===== src/source/miniDatapathPkg.sv =====
// assumes a 16-bit instruction word with a 4-bit opcode in the top nibble; codes 12 to 15 are unused
package miniDatapathPkg;

	// ----------------------------------------------------------------------
	// widths
	// ----------------------------------------------------------------------
	localparam int dataWidth    = 16; // register and aluBus width
	localparam int regCount     = 16;
	localparam int regAddrWidth = 4;
	localparam int opcodeWidth  = 4;
	localparam int immWidth     = 8;

	// lowest bit of each field in the instruction word
	localparam int opcodeLsb = 12;
	localparam int rdLsb     = 8;
	localparam int rsLsb     = 4;
	localparam int rtLsb     = 0;
	localparam int immLsb    = 0; // imm8 overlaps rs and rt

	// ----------------------------------------------------------------------
	// opcode values
	// ----------------------------------------------------------------------
	localparam logic [opcodeWidth-1:0] opcNop = 4'd0;
	localparam logic [opcodeWidth-1:0] opcAdd = 4'd1;
	localparam logic [opcodeWidth-1:0] opcSub = 4'd2;
	localparam logic [opcodeWidth-1:0] opcAnd = 4'd3;
	localparam logic [opcodeWidth-1:0] opcOr  = 4'd4;
	localparam logic [opcodeWidth-1:0] opcXor = 4'd5;
	localparam logic [opcodeWidth-1:0] opcShl = 4'd6;
	localparam logic [opcodeWidth-1:0] opcShr = 4'd7;
	localparam logic [opcodeWidth-1:0] opcMov = 4'd8;
	localparam logic [opcodeWidth-1:0] opcLdi = 4'd9;
	localparam logic [opcodeWidth-1:0] opcLui = 4'd10;
	localparam logic [opcodeWidth-1:0] opcAdc = 4'd11;

	// decoded operation, as seen by the ALU
	typedef enum logic [3:0] {
		opNop,
		opAdd,
		opSub,
		opAnd,
		opOr,
		opXor,
		opShl,
		opShr,
		opMov,
		opLdi,
		opLui,
		opAdc
	} aluOpT;

endpackage


===== src/source/ctrlIf.sv =====
// decoded control for one instruction; only meaningful in the cycle it is decoded, no storage
`timescale 1ns/1ps

interface ctrlIf;
	import miniDatapathPkg::*;

	logic [regCount-1:0]     regEnable; // one-hot, all zero when nothing is written
	logic [regAddrWidth-1:0] srcA;
	logic [regAddrWidth-1:0] srcB;
	aluOpT                   aluOp;
	logic [immWidth-1:0]     imm8;
	logic                    flagWrite;

	modport decoder (
		output regEnable, srcA, srcB, aluOp, imm8, flagWrite
	);

	modport regs (
		input regEnable, srcA, srcB
	);

	modport alu (
		input aluOp, imm8, flagWrite
	);

endinterface


===== src/source/aluUnit.sv =====
// result is combinational from the operands; carry and zero flags update one edge later on flagWrite
`timescale 1ns/1ps

module aluUnit (
	input  logic                                  clk,
	input  logic                                  rstN,
	ctrlIf.alu                                    ctrl,
	input  logic [miniDatapathPkg::dataWidth-1:0] operandA,
	input  logic [miniDatapathPkg::dataWidth-1:0] operandB,
	output logic [miniDatapathPkg::dataWidth-1:0] aluBus,
	output logic                                  carryFlag,
	output logic                                  zeroFlag
);
	import miniDatapathPkg::*;

	logic [dataWidth:0]   wideSum;  // extra bit holds carry or borrow
	logic [dataWidth:0]   wideDiff;
	logic [dataWidth:0]   wideAdc;
	logic [dataWidth-1:0] result;
	logic                 carryNext;

	assign wideSum  = {1'b0, operandA} + {1'b0, operandB};
	assign wideDiff = {1'b0, operandA} - {1'b0, operandB}; // top bit set when operandA < operandB
	assign wideAdc  = wideSum + {{dataWidth{1'b0}}, carryFlag};

	// ----------------------------------------------------------------------
	// result and next carry
	// ----------------------------------------------------------------------
	always_comb begin
		result    = '0;
		carryNext = carryFlag;
		case (ctrl.aluOp)
			opAdd: {carryNext, result} = wideSum;
			opSub: {carryNext, result} = wideDiff;
			opAdc: {carryNext, result} = wideAdc;
			opAnd: begin
				result    = operandA & operandB;
				carryNext = 1'b0;
			end
			opOr: begin
				result    = operandA | operandB;
				carryNext = 1'b0;
			end
			opXor: begin
				result    = operandA ^ operandB;
				carryNext = 1'b0;
			end
			opShl: {carryNext, result} = {operandA, 1'b0};
			opShr: {result, carryNext} = {1'b0, operandA};
			opMov: result = operandA;
			opLdi: result = {{(dataWidth-immWidth){1'b0}}, ctrl.imm8};
			opLui: result = {ctrl.imm8, operandA[immWidth-1:0]}; // operandA is rd here
			default: result = '0;
		endcase
	end

	assign aluBus = result;

	// ----------------------------------------------------------------------
	// flags
	// ----------------------------------------------------------------------
	always_ff @(posedge clk) begin
		if (!rstN) begin
			carryFlag <= 1'b0;
			zeroFlag  <= 1'b0;
		end else if (ctrl.flagWrite) begin
			carryFlag <= carryNext;
			zeroFlag  <= (result == '0);
		end
	end

endmodule


===== src/source/instrDecode.sv =====
// purely combinational; a low instrValid or an unused opcode never produces a write
`timescale 1ns/1ps

module instrDecode (
	input  logic [miniDatapathPkg::dataWidth-1:0] instr,
	input  logic                                  instrValid,
	ctrlIf.decoder                                ctrl
);
	import miniDatapathPkg::*;

	logic [opcodeWidth-1:0]  opcode;
	logic [regAddrWidth-1:0] rd;
	logic [regAddrWidth-1:0] rs;
	logic [regAddrWidth-1:0] rt;
	aluOpT                   decodedOp;
	logic                    writesReg;
	logic                    setsFlags;

	assign opcode = instr[opcodeLsb +: opcodeWidth];
	assign rd     = instr[rdLsb +: regAddrWidth];
	assign rs     = instr[rsLsb +: regAddrWidth];
	assign rt     = instr[rtLsb +: regAddrWidth];

	// ----------------------------------------------------------------------
	// opcode to operation
	// ----------------------------------------------------------------------
	always_comb begin
		case (opcode)
			opcNop:  decodedOp = opNop;
			opcAdd:  decodedOp = opAdd;
			opcSub:  decodedOp = opSub;
			opcAnd:  decodedOp = opAnd;
			opcOr:   decodedOp = opOr;
			opcXor:  decodedOp = opXor;
			opcShl:  decodedOp = opShl;
			opcShr:  decodedOp = opShr;
			opcMov:  decodedOp = opMov;
			opcLdi:  decodedOp = opLdi;
			opcLui:  decodedOp = opLui;
			opcAdc:  decodedOp = opAdc;
			default: decodedOp = opNop; // 12 to 15 behave as NOP
		endcase
	end

	// every operation except NOP writes rd
	assign writesReg = (decodedOp != opNop);

	// MOV, LDI and LUI leave the flags alone
	always_comb begin
		case (decodedOp)
			opAdd, opSub, opAdc, opAnd, opOr, opXor, opShl, opShr: setsFlags = 1'b1;
			default: setsFlags = 1'b0;
		endcase
	end

	// ----------------------------------------------------------------------
	// control outputs
	// ----------------------------------------------------------------------
	always_comb begin
		ctrl.aluOp     = opNop;
		ctrl.regEnable = '0;
		ctrl.flagWrite = 1'b0;
		if (instrValid) begin
			ctrl.aluOp     = decodedOp;
			ctrl.flagWrite = setsFlags;
			if (writesReg) ctrl.regEnable = {{(regCount-1){1'b0}}, 1'b1} << rd;
		end
	end

	// LUI reads rd so the ALU can keep its low byte
	assign ctrl.srcA = (decodedOp == opLui) ? rd : rs;
	assign ctrl.srcB = rt;
	assign ctrl.imm8 = instr[immLsb +: immWidth];

endmodule


===== src/source/miniDatapath.sv =====
// one instruction per cycle, no back-pressure; results and flags appear one edge after a valid instruction
`timescale 1ns/1ps

module miniDatapath (
	input  logic                                     clk,
	input  logic                                     rstN,
	input  logic [miniDatapathPkg::dataWidth-1:0]    instr,
	input  logic                                     instrValid,
	input  logic [miniDatapathPkg::regAddrWidth-1:0] dbgAddr,
	output logic [miniDatapathPkg::dataWidth-1:0]    dbgData,
	output logic                                     carryFlag,
	output logic                                     zeroFlag
);
	import miniDatapathPkg::*;

	// ----------------------------------------------------------------------
	// internal wiring
	// ----------------------------------------------------------------------
	logic [dataWidth-1:0] operandA;
	logic [dataWidth-1:0] operandB;
	logic [dataWidth-1:0] aluBus; // shared result bus, written into rd

	ctrlIf ctrl ();

	// ----------------------------------------------------------------------
	// decoder
	// ----------------------------------------------------------------------
	// the only place where instrValid is looked at
	instrDecode i_instrDecode (
		.instr      (instr),
		.instrValid (instrValid),
		.ctrl       (ctrl.decoder)
	);

	// ----------------------------------------------------------------------
	// register file
	// ----------------------------------------------------------------------
	regFile i_regFile (
		.clk      (clk),
		.rstN     (rstN),
		.ctrl     (ctrl.regs),
		.aluBus   (aluBus),
		.operandA (operandA),
		.operandB (operandB),
		.dbgAddr  (dbgAddr),
		.dbgData  (dbgData)
	);

	// ----------------------------------------------------------------------
	// ALU and flags
	// ----------------------------------------------------------------------
	aluUnit i_aluUnit (
		.clk       (clk),
		.rstN      (rstN),
		.ctrl      (ctrl.alu),
		.operandA  (operandA),
		.operandB  (operandB),
		.aluBus    (aluBus),
		.carryFlag (carryFlag), // also feeds ADC inside the ALU
		.zeroFlag  (zeroFlag)
	);

endmodule


===== src/source/regFile.sv =====
// sixteen registers, all writable and cleared by reset; read ports are combinational (write-first not provided)
`timescale 1ns/1ps

module regFile (
	input  logic                                     clk,
	input  logic                                     rstN,
	ctrlIf.regs                                      ctrl,
	input  logic [miniDatapathPkg::dataWidth-1:0]    aluBus,
	output logic [miniDatapathPkg::dataWidth-1:0]    operandA,
	output logic [miniDatapathPkg::dataWidth-1:0]    operandB,
	input  logic [miniDatapathPkg::regAddrWidth-1:0] dbgAddr,
	output logic [miniDatapathPkg::dataWidth-1:0]    dbgData
);
	import miniDatapathPkg::*;

	logic [dataWidth-1:0] regs [regCount];

	// ----------------------------------------------------------------------
	// write side
	// ----------------------------------------------------------------------
	always_ff @(posedge clk) begin
		if (!rstN) begin
			for (int i = 0; i < regCount; i++) begin
				regs[i] <= '0;
			end
		end else begin
			for (int i = 0; i < regCount; i++) begin
				if (ctrl.regEnable[i]) regs[i] <= aluBus; // at most one bit is set
			end
		end
	end

	// ----------------------------------------------------------------------
	// read side
	// ----------------------------------------------------------------------
	// operands see the values left by the previous edge
	assign operandA = regs[ctrl.srcA];
	assign operandB = regs[ctrl.srcB];

	assign dbgData = regs[dbgAddr]; // debug view, no effect on the datapath

endmodule


===== config.mk =====
export PLATFORM = sky130hd
export DESIGN_NAME = miniDatapath
export DESIGN_NICKNAME = d
export VERILOG_FILES = /design/src/source/miniDatapathPkg.sv /design/src/source/ctrlIf.sv /design/src/source/aluUnit.sv /design/src/source/instrDecode.sv /design/src/source/miniDatapath.sv /design/src/source/regFile.sv
export SDC_FILE = /design/constraint.sdc
export NUM_CORES = 1
export LEC_CHECK = 0
export ABC_CLOCK_PERIOD_IN_PS = 12000
export BUFFER_PORTS_ARGS = -buffer_cell sky130_fd_sc_hd__buf_4
export CAP_MARGIN = 40
export CORE_UTILIZATION = 40
export DETAILED_ROUTE_END_ITERATION = 10
export PLACE_DENSITY = 0.52
export SLEW_MARGIN = 20
export SYNTH_ARGS = -nofsm -noshare
export SYNTH_HDL_FRONTEND = slang
export SYNTH_SLANG_ARGS = --single-unit

===== constraint.sdc =====
create_clock -name clk -period 12 [get_ports clk]
set_clock_uncertainty 0.05 [all_clocks]
set_input_delay 0.6 -clock clk [delete_from_list [all_inputs] [get_ports clk]]
set_output_delay 0.6 -clock clk [all_outputs]
set_load 0.02 [all_outputs]

# Yosys cells after proc, flatten, opt, wreduce, memory -nomap -nowiden
# Memory sizes are Yosys's and may differ from the RTL's.
# Cells that the tools add are included.
# W data, S select, Z words.
# word_totals
reg_bits	2
mem_bits_rw	256
rom_bits	80
input_bits	23
output_inout_bits	18
word_cells	117
memories	3
# op_classes
addsub	3
eq_ne	12
shifts	1
muxes	72
bitwise	19
reduce_logical	5
# mem_list
memory	depth	width	rd	rd_ports_with_merged_regs	write_ports	line_no	source
i_regFile.regs	16	16	3	0	16	regFile.sv:16	logic [dataWidth-1:0] regs [regCount];
(no name shown)	16	4	1	0	0	instrDecode.sv:28	case (opcode)
(no name shown)	16	1	1	0	0	instrDecode.sv:50	case (decodedOp)
# ops
operator	count
$mux W16	18
$pmux W16 S11	1
$mux W1	50
$eq A4 B4 Y1 const B	5
$add A16 B16 Y17	1
$add A17 B1 Y17	1
$sub A16 B16 Y17	1
$and A16 B16 Y16	1
$eq A4 B3 Y1 const B	4
$logic_not A16 Y1	1
$or A1 B1 Y1	16
$or A16 B16 Y16	1
$shl A1 B4 Y16 const A	1
$xor A16 B16 Y16	1
$eq A4 B2 Y1 const B	2
$mux W4	2
$pmux W1 S6	1
$reduce_bool A6 Y1	1
$eq A4 B1 Y1 const B	1
$reduce_bool A4 Y1	1
$reduce_or A3 Y1	1
$reduce_and A2 Y1	1

# Longest topological paths before layout
# Gate-level depths: netlist (run 1).
# An unclocked memory read counts as a cell.
# logic_depth
ltp_word	8
depth_mapped	28
depth_no_buf	24

# Cells and area by module
# From an unflattened synthesis (run 1), not the netlist that was laid out.
# unflattened
cells_unflattened	1473
hier_area_um2	18806.8
# modules_own_cells
module	n_inst	cells_per_inst	area_per_inst_um2	seq_area_each_um2
regFile	1	906	14851.7	7687.4
aluUnit	1	508	3549.7	40.0
instrDecode	1	59	405.4	0.0

# Worst setup path after synthesis (run 1)
# No wires, ideal clock.
# synth_timing
path_type	input to register
start	input port instr[14] (netlist name)
end	memory i_regFile.regs[10][13], data pin
setup_ns	0.269
arrival_time_ns	5.570
required_time_ns	11.681
slack_ns	6.111
stages	24
n_path_buf	5
cell_sequence	inv_1 > ha_1 > buf_4 > a31oi_1 > clkbuf_1 > nor2_1 > buf_2 > nand2_1 > a32o_1 > o32ai_1 > ha_1 > inv_1 > fa_1 > clkbuf_1 > nand2b_1 > a2111oi_0 > a311oi_1 > nor4_2 > nand3_1 > nor4_2 > mux2i_1 > nand3b_1 > clkbuf_1 > and2_1
# synth_lines
element	line_no	source
from (decl)	miniDatapath.sv:7	input logic [miniDatapathPkg::dataWidth-1:0] instr,
to (decl)	regFile.sv:16	

# Worst setup path after layout (run 1)
# layout_timing
start	input port instr[14] (netlist name)
end	register i_aluUnit.zeroFlag
# layout_via
elab_chain_cells	8
word_cells_on_any_way	26
cone_classes	add/sub (3); eq/ne (12); mux (4); bitwise (3); reduce/logical (1); memory (3)
# layout_rtl
element	line_no	source
$mem_v2 Z16 W4 *	n/a	
$eq A4 B4 Y1	instrDecode.sv:71	assign ctrl.srcA = (decodedOp == opLui) ? rd : rs;
$mux W4	instrDecode.sv:71	
$mem_v2 Z16 W16	n/a	
$add A16 B16 Y17	aluUnit.sv:22	assign wideSum = {1'b0, operandA} + {1'b0, operandB};
$add A17 B1 Y17	aluUnit.sv:24	assign wideAdc = wideSum + {{dataWidth{1'b0}}, carryFlag};
$pmux W16 S11	aluUnit.sv:32	case (ctrl.aluOp)
$logic_not A16 Y1	aluUnit.sv:68	zeroFlag <= (result == '0);
to (signal assigned)	aluUnit.sv:68	
to (decl)	aluUnit.sv:12	output logic zeroFlag
# Every way passes the cells marked *; elsewhere a longest branch is shown, timed or not.
# A chain may end at the register's enable or synchronous reset.

==> impl_metrics.env, run 1 <==
export IMPL_synth_top_family_by_area="multiplexers"
export IMPL_p_clk_share_pct=31.8
export IMPL_powerDensity_nw_per_um2=129
export IMPL_timing_reg2reg_setup_slack_ns=5.03
export IMPL_via_count=20100
export IMPL_synthArstFlopShare_pct=0
export IMPL_grt_total_usage_pct=34.4
export IMPL_hold_violations=0
export IMPL_arrival_ns=9.05
export IMPL_setup_viol=0
export IMPL_core_area_um2=53900
export IMPL_antenna_found_initial=5
export IMPL_yosysUniqueCellTypes=89
export IMPL_hold_class="reg -> reg"
export IMPL_cap_violations=0
export IMPL_r2r_end="i_aluUnit.zeroFlag"
export IMPL_synthAdderAreaFrac_pct=3.16
export IMPL_die_y_um=236
export IMPL_grt_overflow=0
export IMPL_start_util_pct=40.5
export IMPL_yosys_warnings=0
export IMPL_synth_flop_cell="edfxtp_1"
export IMPL_avgSynthCellArea_um2=10.3
export IMPL_wl_per_cell_um=34.7
export IMPL_dr_pass1_iters=6
export IMPL_grt_pass1_wl_um=139000
export IMPL_worst_pin_slew_ns=0.946
export IMPL_endpoint_kind="flop"
export IMPL_final_cell_mix="256 x edfxtp_1, 231 x nand2_1, 189 x nor2_1"
export IMPL_layout_nets=2155
export IMPL_synth_seq_cells=258
export IMPL_gp_congestion=0.996
export IMPL_place_hpwl_um=69000
export IMPL_post_cts_buffers=0
export IMPL_drc=0
export IMPL_detail_route_antenna_nets=0
export IMPL_max_freq_ghz=0.116
export IMPL_critPathKind="in -> reg"
export IMPL_netlist_instances=2119
export IMPL_synth_compound_area_share_pct=17.3
export IMPL_min_to="i_aluUnit.zeroFlag"
export IMPL_cts_buffer_depth=3
export IMPL_p_int_mw=2.00
export IMPL_viasPerCell=7.19
export IMPL_die_x_um=236
export IMPL_status="finished clean"
export IMPL_area_growth_pct=10.2
export IMPL_synth_xor_area_share_pct=1.20
export IMPL_clk_latency_ns=0.57
export IMPL_cts_tree="built"
export IMPL_finalCriticalPeriod_ns=8.60
export IMPL_numCtsBuffers=29
export IMPL_die_area_um2=55600
export IMPL_hp_start="i_aluUnit.zeroFlag"
export IMPL_cp_start_kind="primary input"
export IMPL_synth_nets=2196
export IMPL_n_fill_cell=5060
export IMPL_finalCritPeriodShare_pct=71.7
export IMPL_rr_worst_depth=19
export IMPL_hold_depth=2
export IMPL_sequentialPowerShare_pct=35.8
export IMPL_cts_num_sinks=258
export IMPL_power_leakage_nw=8.66
export IMPL_reg2reg_from="i_regFile.regs[6][0]"
export IMPL_cp_required_ns=12.45
export IMPL_synth_edf_count=256
export IMPL_syn_cell_area_um2=21900
export IMPL_htree_levels=1
export IMPL_seq_area_frac_synth_pct=35.4
export IMPL_grt_pass1_vias=19200
export IMPL_drive_above_1_share_pct=19.0
export IMPL_io_buffers=40
export IMPL_hold_buffers=0
export IMPL_grt_max_degree=70
export IMPL_irDropWorstVdd_uv=113
export IMPL_switching_share_pct=35.5
export IMPL_post_cts_resize_count=0
export IMPL_drv_slew=0
export IMPL_final_common_cell="edfxtp_1"
export IMPL_relSlewSlack_pct=36.6
export IMPL_synthSimpleGateAreaFrac_pct=17.6
export IMPL_cts_reportedPaths_clkPinSlew_ns=0.05
export IMPL_critPathMaxFanout=49
export IMPL_muxShareOfSynthArea_pct=20.4
export IMPL_setup_slack_ns=3.40
export IMPL_totalWireLength_um=97200
export IMPL_switchingPower_mw=1.10
export IMPL_post_route_util_pct=44.7
export IMPL_comb_power_share_pct=32.4
export IMPL_drt_iter0_drc=3496
export IMPL_tns_ns=0
export IMPL_dp_slack_ns=3.32
export IMPL_num_rows=85
export IMPL_rsz0062_at_grt="false"
export IMPL_pin_count=41
export IMPL_root_buffer="clkbuf_16"
logic make-up after synthesis:
| group | count (synthesis) |
|---|---|
| AND/OR/NAND/NOR | 785 |
| XOR/XNOR | 30 |
| multiplexers | 242 |
| flip-flops | 258 |
| AO/OA/AOI/OAI | 490 |
| adder cells (fa/ha/maj) | 54 |
| buffers and inverters | 260 |
worst max-delay path, stage by stage:
cell	delay, ns
buf_4	0.14
inv_1	0.07
ha_2	0.66
inv_2	0.14
buf_4	0.39
nor3_1	0.71
o31ai_2	0.29
buf_4	0.24
a32o_1	0.25
o32ai_1	0.71
ha_1	0.36
inv_1	0.09
fa_1	0.55
nand2b_1	0.23
a2111oi_0	0.42
a311oi_1	0.14
nor4_2	0.60
nand3_1	0.31
o21a_1	0.26
o21ai_0	0.19
nand4_1	0.57
nor4b_1	0.78
nand4_1	0.18
o21ai_1	0.12
synth_stat cells, types with 26 or more instances:
cell | n | share of area [%]
a2111oi_0 | 61 | 2.4
a31oi_1 | 42 | 1.2
a21oi_1 | 48 | 1.1
o21ai_0 | 48 | 1.1
nand3_1 | 36 | 0.82
nor3_1 | 41 | 0.94
a311oi_1 | 28 | 1.1
edfxtp_1 | 256 | 35
mux2i_1 | 66 | 3.0
a32oi_1 | 26 | 1.0
mux4_2 | 161 | 17
inv_1 | 73 | 1.3
ha_1 | 52 | 3.0
buf_2 | 46 | 1.1
nor2_1 | 192 | 3.3
buf_1 | 30 | 0.52
clkbuf_1 | 98 | 1.7
and3_1 | 89 | 2.5
a211oi_1 | 29 | 1.0
nand2b_1 | 87 | 2.5
nand2_1 | 231 | 4.0
how the worst max path moves through the flow:
stage          startpoint                endpoint
2_1_floorplan   instr[14]  i_regFile.regs[10][13]
3_3_place_gp    instr[14]      i_aluUnit.zeroFlag
3_5_place_dp    instr[14]      i_aluUnit.zeroFlag
4_1_cts         instr[14]      i_aluUnit.zeroFlag
5_1_grt          instr[8]      i_aluUnit.zeroFlag
6_report        instr[14]      i_aluUnit.zeroFlag
per-stage QoR:
step	hold WS [ns]	area, µm²	cells	power (mW)
2_1_floorplan	0.477	21900	2119	1.75
3_5_place_dp	0.460	23000	2739	2.09
3_3_place_gp	0.445	22700	2721	2.08
4_1_cts	0.430	24100	2792	3.07
5_1_grt	0.448	24100	2797	3.19
6_report	0.442	24100	2798	3.10
power by group through the flow:
stage	sequential, mW	combinational, mW	clock (mW)
after CTS	1.11	0.974	0.992
after global placement	1.12	0.953	0
final	1.11	1.01	0.986
after detailed placement	1.13	0.968	0
after global routing	1.11	1.05	1.03
after floorplan	1.10	0.647	0
area by class of cell:
| type | count | area (µm²) | share of cell area [%] |
|---|---|---|---|
| clock inverters | 22 | 304 | 1.26 |
| flip-flops and latches | 258 | 7730 | 32.1 |
| well taps | 696 | 871 | 3.61 |
| diodes | 2 | 5.00 | 0.0208 |
| multi-input cells | 1601 | 13200 | 54.7 |
| inverters | 74 | 278 | 1.15 |
| repair buffers | 114 | 991 | 4.11 |
| clock buffers | 31 | 733 | 3.04 |
per-layer routing:
| layer | global-route usage (%) | vias up | share of wire [%] |
|---|---|---|---|
| li1 | - | 8258 | - |
| met1 | 48.2 | 10000 | 40 |
| met2 | 50.9 | 1571 | 43 |
| met3 | 8.47 | 267 | 12 |
| met4 | 14.1 | 2 | 4.4 |
| met5 | 0 | - | 0.013 |
flip-flops by register name, summed over array words and instances (netlist names):
register	cells
i_regFile.regs	256
i_aluUnit.zeroFlag	1
i_aluUnit.carryFlag	1
(Power assumes the default switching activity.)
==> inputs of run 2 (changes only) <==
--- a/config.mk
+++ b/config.mk
@@ -5,7 +5,7 @@
 export SDC_FILE = /design/constraint.sdc
 export NUM_CORES = 1
 export LEC_CHECK = 0
-export ABC_CLOCK_PERIOD_IN_PS = 12000
+export ABC_CLOCK_PERIOD_IN_PS = 8880
 export BUFFER_PORTS_ARGS = -buffer_cell sky130_fd_sc_hd__buf_4
 export CAP_MARGIN = 40
 export CORE_UTILIZATION = 40
==> constraint.sdc (replaced) <==
create_clock -name clk -period 8.88 [get_ports clk]
set_clock_uncertainty 0.05 [all_clocks]
set_input_delay 0.444 -clock clk [delete_from_list [all_inputs] [get_ports clk]]
set_output_delay 0.444 -clock clk [all_outputs]
set_load 0.02 [all_outputs]
==> impl_metrics.env, run 2 (synthesis gave the netlist of run 1 again) <==
export IMPL_reg_largest_list="i_regFile.regs (256), i_aluUnit.carryFlag (1), i_aluUnit.zeroFlag (1)"
export IMPL_r2r_end="i_aluUnit.zeroFlag"
export IMPL_via_count=20200
export IMPL_start_util_pct=40.5
export IMPL_grt_pass1_vias=19000
export IMPL_grt_total_usage_pct=35.1
export IMPL_wl_per_cell_um=35.0
export IMPL_hold_buffers=0
export IMPL_clk_latency_ns=0.60
export IMPL_powerDensity_nw_per_um2=170
export IMPL_hp_start="i_aluUnit.zeroFlag"
export IMPL_cap_violations=0
export IMPL_setup_slack_ns=1.14
export IMPL_grt_pass1_wl_um=141000
export IMPL_rsz0062_at_grt="false"
export IMPL_core_area_um2=53900
export IMPL_timing_reg2reg_setup_slack_ns=2.42
export IMPL_critPathKind="in -> reg"
export IMPL_critPathMaxFanout=37
export IMPL_cts_reportedPaths_clkPinSlew_ns=0.07
export IMPL_status="finished clean"
export IMPL_dp_slack_ns=0.898
export IMPL_finalCriticalPeriod_ns=7.74
export IMPL_drive_above_1_share_pct=19.7
export IMPL_hold_violations=0
export IMPL_drc=0
export IMPL_post_cts_buffers=0
export IMPL_rr_worst_depth=21
export IMPL_reg2reg_from="i_regFile.regs[6][0]"
export IMPL_post_cts_resize_count=0
export IMPL_largest_reg_flops=256
export IMPL_final_common_cell="edfxtp_1"
export IMPL_gp_congestion=0.976
export IMPL_place_hpwl_um=70800
export IMPL_totalWireLength_um=98600
export IMPL_root_buffer="clkbuf_16"
export IMPL_layout_nets=2177
export IMPL_cp_required_ns=9.35
export IMPL_endpoint_kind="flop"
export IMPL_detail_route_antenna_nets=0
export IMPL_setup_viol=0
export IMPL_diodes=0
export IMPL_die_y_um=236
export IMPL_irDropWorstVdd_uv=163
export IMPL_min_to="i_aluUnit.zeroFlag"
export IMPL_area_growth_pct=10.4
export IMPL_drt_iter0_drc=3067
export IMPL_grt_max_degree=74
export IMPL_cts_num_sinks=258
export IMPL_grt_overflow=0
export IMPL_drv_slew=0
export IMPL_hold_depth=2
export IMPL_top_register="i_regFile.regs"
export IMPL_dr_pass1_iters=6
export IMPL_io_buffers=40
export IMPL_tns_ns=0
export IMPL_die_x_um=236
export IMPL_die_area_um2=55600
export IMPL_n_fill_cell=5073
export IMPL_cts_tree="built"
export IMPL_viasPerCell=7.17
export IMPL_max_freq_ghz=0.129
export IMPL_numCtsBuffers=29
export IMPL_num_rows=85
export IMPL_relSlewSlack_pct=38.2
export IMPL_cp_start_kind="primary input"
export IMPL_htree_levels=1
export IMPL_antenna_found_initial=1
export IMPL_worst_pin_slew_ns=0.921
export IMPL_final_cell_mix="256 x edfxtp_1, 231 x nand2_1, 189 x nor2_1"
export IMPL_finalCritPeriodShare_pct=87.1
export IMPL_cts_buffer_depth=3
export IMPL_pin_count=41
export IMPL_hold_class="reg -> reg"
export IMPL_power_leakage_nw=8.72
export IMPL_arrival_ns=8.21
## run 2: layout make-up
type,count,area (µm²),share of cell area (%)
clock buffer,32,737,3.05
clock inverter,19,206,0.855
inverter,74,278,1.15
multi-input combinational,1601,13200,54.6
sequential,258,7730,32.0
tap,696,871,3.61
timing repair buffer,136,1140,4.73
## run 2: worst max path at each step
stage / end / slack [ns] / startpoint
after global placement: i_aluUnit.zeroFlag / 0.87 / instr[14]
after detailed placement: i_aluUnit.zeroFlag / 0.90 / instr[14]
after global routing: i_aluUnit.zeroFlag / 0.73 / instr[14]
after floorplan: i_regFile.regs[10][13] / 3.15 / instr[14]
after CTS: i_aluUnit.zeroFlag / 1.47 / instr[14]
final: i_aluUnit.zeroFlag / 1.14 / instr[14]
## run 2: layer usage
layer  share of wire [%]  vias to the layer above  track usage, %
met2                  44                     1518            53.2
li1                    -                     8290               -
met1                  39                    10100            48.4
met5                   0                        -               0
met4                 4.8                        0            14.6
met3                  13                      251            7.70
## run 2: through the flow
step           total power [mW]  hold slack (ns)  util [%]  instance area, µm²  cells
2_1_floorplan              2.36            0.477         -               21900   2119
3_3_place_gp               2.83            0.446      42.5               22900   2746
3_5_place_dp               2.84            0.446      43.0               23200   2761
4_1_cts                    4.06            0.436      44.7               24100   2812
5_1_grt                    4.23            0.481      44.8               24100   2816
6_report                   4.10            0.431      44.8               24100   2816
## run 2: worst max-delay path: stages
cell and delay, ns:
buf_4 0.15, inv_1 0.06, ha_2 0.44, buf_4 0.51, nand4_1 0.40, nand2_2 0.61, nand2_1 0.22, o221ai_1 0.45
nor2_1 0.12, or2_2 0.38, ha_1 0.47, o21ai_0 0.17, o21ai_0 0.62, a311oi_1 0.28, nor4_2 0.59, nand2_1 0.13
xnor2_1 0.15, a221oi_1 0.53, nand2_1 0.46, nor4b_1 0.65, nand4_1 0.17, o21ai_1 0.12
## run 2: where the power goes
| part | internal, mW | switching [mW] | leakage [nW] |
|---|---|---|---|
| registers | 1.42 | 0.0770 | 2.67 |
| clock network | 0.711 | 0.526 | 0.461 |
| logic | 0.483 | 0.879 | 5.59 |
| total | 2.62 | 1.48 | 8.72 |
==> inputs of run 3 (changes only) <==
--- a/config.mk
+++ b/config.mk
@@ -5,6 +5,7 @@
 export SDC_FILE = /design/constraint.sdc
 export NUM_CORES = 1
 export LEC_CHECK = 0
+export ABC_AREA = 1
 export ABC_CLOCK_PERIOD_IN_PS = 8880
 export BUFFER_PORTS_ARGS = -buffer_cell sky130_fd_sc_hd__buf_4
 export CAP_MARGIN = 40
==> impl_metrics.env, run 3 <==
export IMPL_status="finished clean"
export IMPL_synth_top_family_by_area="simple AND/OR/NAND/NOR gates"
export IMPL_numCtsBuffers=30
export IMPL_critPathKind="in -> reg"
export IMPL_synth_common_cells="725 x nand2_1, 376 x nand3_1, 314 x inv_1, 297 x nor2_1, 256 x edfxtp_1"
export IMPL_yosys_area_top_type="edfxtp_1"
export IMPL_timing_reg2reg_setup_slack_ns=3.66
export IMPL_hp_start="instr[9]"
export IMPL_path_common_cell="nand2_1"
export IMPL_totalWireLength_um=86400
export IMPL_synthSimpleGateAreaFrac_pct=31.2
export IMPL_synth_top_area_share_pct=38.0
export IMPL_drc=0
export IMPL_relSlewSlack_pct=41.1
export IMPL_final_cell_mix="722 x nand2_1, 376 x nand3_1, 313 x inv_1"
export IMPL_syn_cell_area_um2=20200
export IMPL_synth_seq_cells=258
export IMPL_yosysMostFrequentCell="nand2_1"
export IMPL_path_delay_family="simple AND/OR/NAND/NOR gates"
export IMPL_irDropWorstVdd_uv=146
export IMPL_cap_violations=0
export IMPL_slowest_stage="nand2_4"
export IMPL_min_to="i_regFile.regs[0][0]"
export IMPL_pin_count=41
export IMPL_grt_max_degree=114
export IMPL_drv_slew=0
export IMPL_area_growth_pct=9.74
export IMPL_clk_latency_ns=0.60
export IMPL_cts_num_sinks=258
export IMPL_num_rows=82
export IMPL_grt_total_usage_pct=33.2
export IMPL_synthArstFlopShare_pct=0
export IMPL_power_leakage_nw=9.35
export IMPL_place_hpwl_um=58700
export IMPL_reg_largest_list="i_regFile.regs (256), i_aluUnit.carryFlag (1), i_aluUnit.zeroFlag (1)"
export IMPL_dp_slack_ns=2.02
export IMPL_setup_viol=0
export IMPL_critPathBufInv=6
export IMPL_reg2reg_from="i_regFile.regs[11][0]"
export IMPL_cts_buffer_depth=3
export IMPL_synth_flop_cell="edfxtp_1"
export IMPL_max_freq_ghz=0.157
export IMPL_setup_slack_ns=2.52
export IMPL_finalCritPeriodShare_pct=71.6
export IMPL_die_x_um=227
export IMPL_die_y_um=227
export IMPL_core_area_um2=50100
export IMPL_antenna_found_initial=0
export IMPL_rsz0062_at_grt="false"
export IMPL_die_area_um2=51500
export IMPL_gp_congestion=1.01
export IMPL_hold_violations=0
export IMPL_io_buffers=40
export IMPL_root_buffer="clkbuf_16"
export IMPL_final_cells=3561
export IMPL_whs_ns=0.388
export IMPL_layout_nets=2942
export IMPL_post_cts_resize_count=0
export IMPL_yosysUniqueCellTypes=43
export IMPL_synth_nets=3018
export IMPL_rr_worst_depth=30
export IMPL_critPathMaxFanout=55
export IMPL_wl_per_cell_um=24.3
export IMPL_drt_iter0_drc=2562
export IMPL_post_route_util_pct=44.3
export IMPL_final_area_um2=22200
export IMPL_placed_cell_area_um2=21200
export IMPL_powerDensity_nw_per_um2=177
export IMPL_r2r_end="i_aluUnit.zeroFlag"
export IMPL_top_register="i_regFile.regs"
export IMPL_largest_reg_flops=256
export IMPL_detail_route_antenna_nets=0
export IMPL_avgSynthCellArea_um2=6.88
export IMPL_diodes=0
export IMPL_power_mw=3.92
export IMPL_endpoint_kind="flop"
export IMPL_arrival_ns=6.81
export IMPL_cts_reportedPaths_clkPinSlew_ns=0.07
export IMPL_tns_ns=0
export IMPL_grt_pass1_vias=19400
export IMPL_synth_xor_area_share_pct=0.0433
export IMPL_placed_cells=3503
export IMPL_final_common_cell="nand2_1"
export IMPL_dr_pass1_iters=6
export IMPL_hold_depth=6
export IMPL_viasPerCell=5.91
export IMPL_netlist_instances=2941
export IMPL_cp_start_kind="primary input"
export IMPL_synth_compound_area_share_pct=16.7
export IMPL_grt_overflow=0
export IMPL_synthTopCellsByArea="edfxtp_1 38%, nand2_1 13%, nand3_1 9.3%, o21ai_0 6.2%, inv_1 5.8%"
export IMPL_hold_buffers=0
export IMPL_cts_tree="built"
export IMPL_grt_pass1_wl_um=126000
export IMPL_drive_above_1_share_pct=6.09
export IMPL_synth_edf_count=256
export IMPL_htree_levels=1
export IMPL_cp_required_ns=9.34
export IMPL_synthAdderAreaFrac_pct=3.41
export IMPL_finalCriticalPeriod_ns=6.36
export IMPL_muxShareOfSynthArea_pct=0
export IMPL_seq_area_frac_synth_pct=38.2
export IMPL_worst_pin_slew_ns=0.874
export IMPL_start_util_pct=40.4
export IMPL_post_cts_buffers=0
export IMPL_via_count=21000
export IMPL_slowest_delay_ns=0.65
export IMPL_hold_class="in -> reg"
export IMPL_yosys_warnings=0
[run 3: cells by family after synthesis]
group	after synthesis
AOI/OAI and AO/OA	603
xor gates and xnor gates	1
adders and majority gates	54
buffers and inverters	525
DFF	258
and+or+nand+nor	1500
[run 3: worst max-delay path by stage]
stage               from                     to  cells after the start  slack (ns)
6_report       instr[14]     i_aluUnit.zeroFlag                     35        2.52
2_1_floorplan  instr[14]  i_regFile.regs[7][14]                     34        4.22
3_5_place_dp   instr[14]     i_aluUnit.zeroFlag                     32        2.02
4_1_cts        instr[14]     i_aluUnit.zeroFlag                     32        2.59
3_3_place_gp   instr[14]     i_aluUnit.zeroFlag                     32        1.99
5_1_grt        instr[14]     i_aluUnit.zeroFlag                     33        2.06
[run 3: final cells by class]
class	count	area, µm²
fillers	5182	27900
well taps	672	841
repair buffers	94	963
flip-flops and latches	258	7730
multi-input cells	2158	10500
clock inverters	25	223
clock buffers	31	754
inverters	323	1210
[run 3: worst min-delay path: stages]
cell	delay (ns)
buf_4	0.12
nor3_1	0.05
inv_1	0.07
nor2_1	0.08
nand2_1	0.07
inv_1	0.03
[run 3: where the power goes]
part	internal [mW]	leakage (nW)	switching [mW]	total [mW]
clock	0.728	0.487	0.543	1.27
combinational	0.318	6.19	0.866	1.18
sequential	1.42	2.67	0.0458	1.47
[run 3: metal layers]
metal	wire length [µm]	vias to the layer above	global-route usage, %	part of all wire, %
met5	0	-	0	0
met4	3500	0	13.4	4.0
met3	7760	191	4.78	9.0
met2	39200	1159	53.2	45
met1	36000	9966	44.9	42
li1	-	9721	-	-
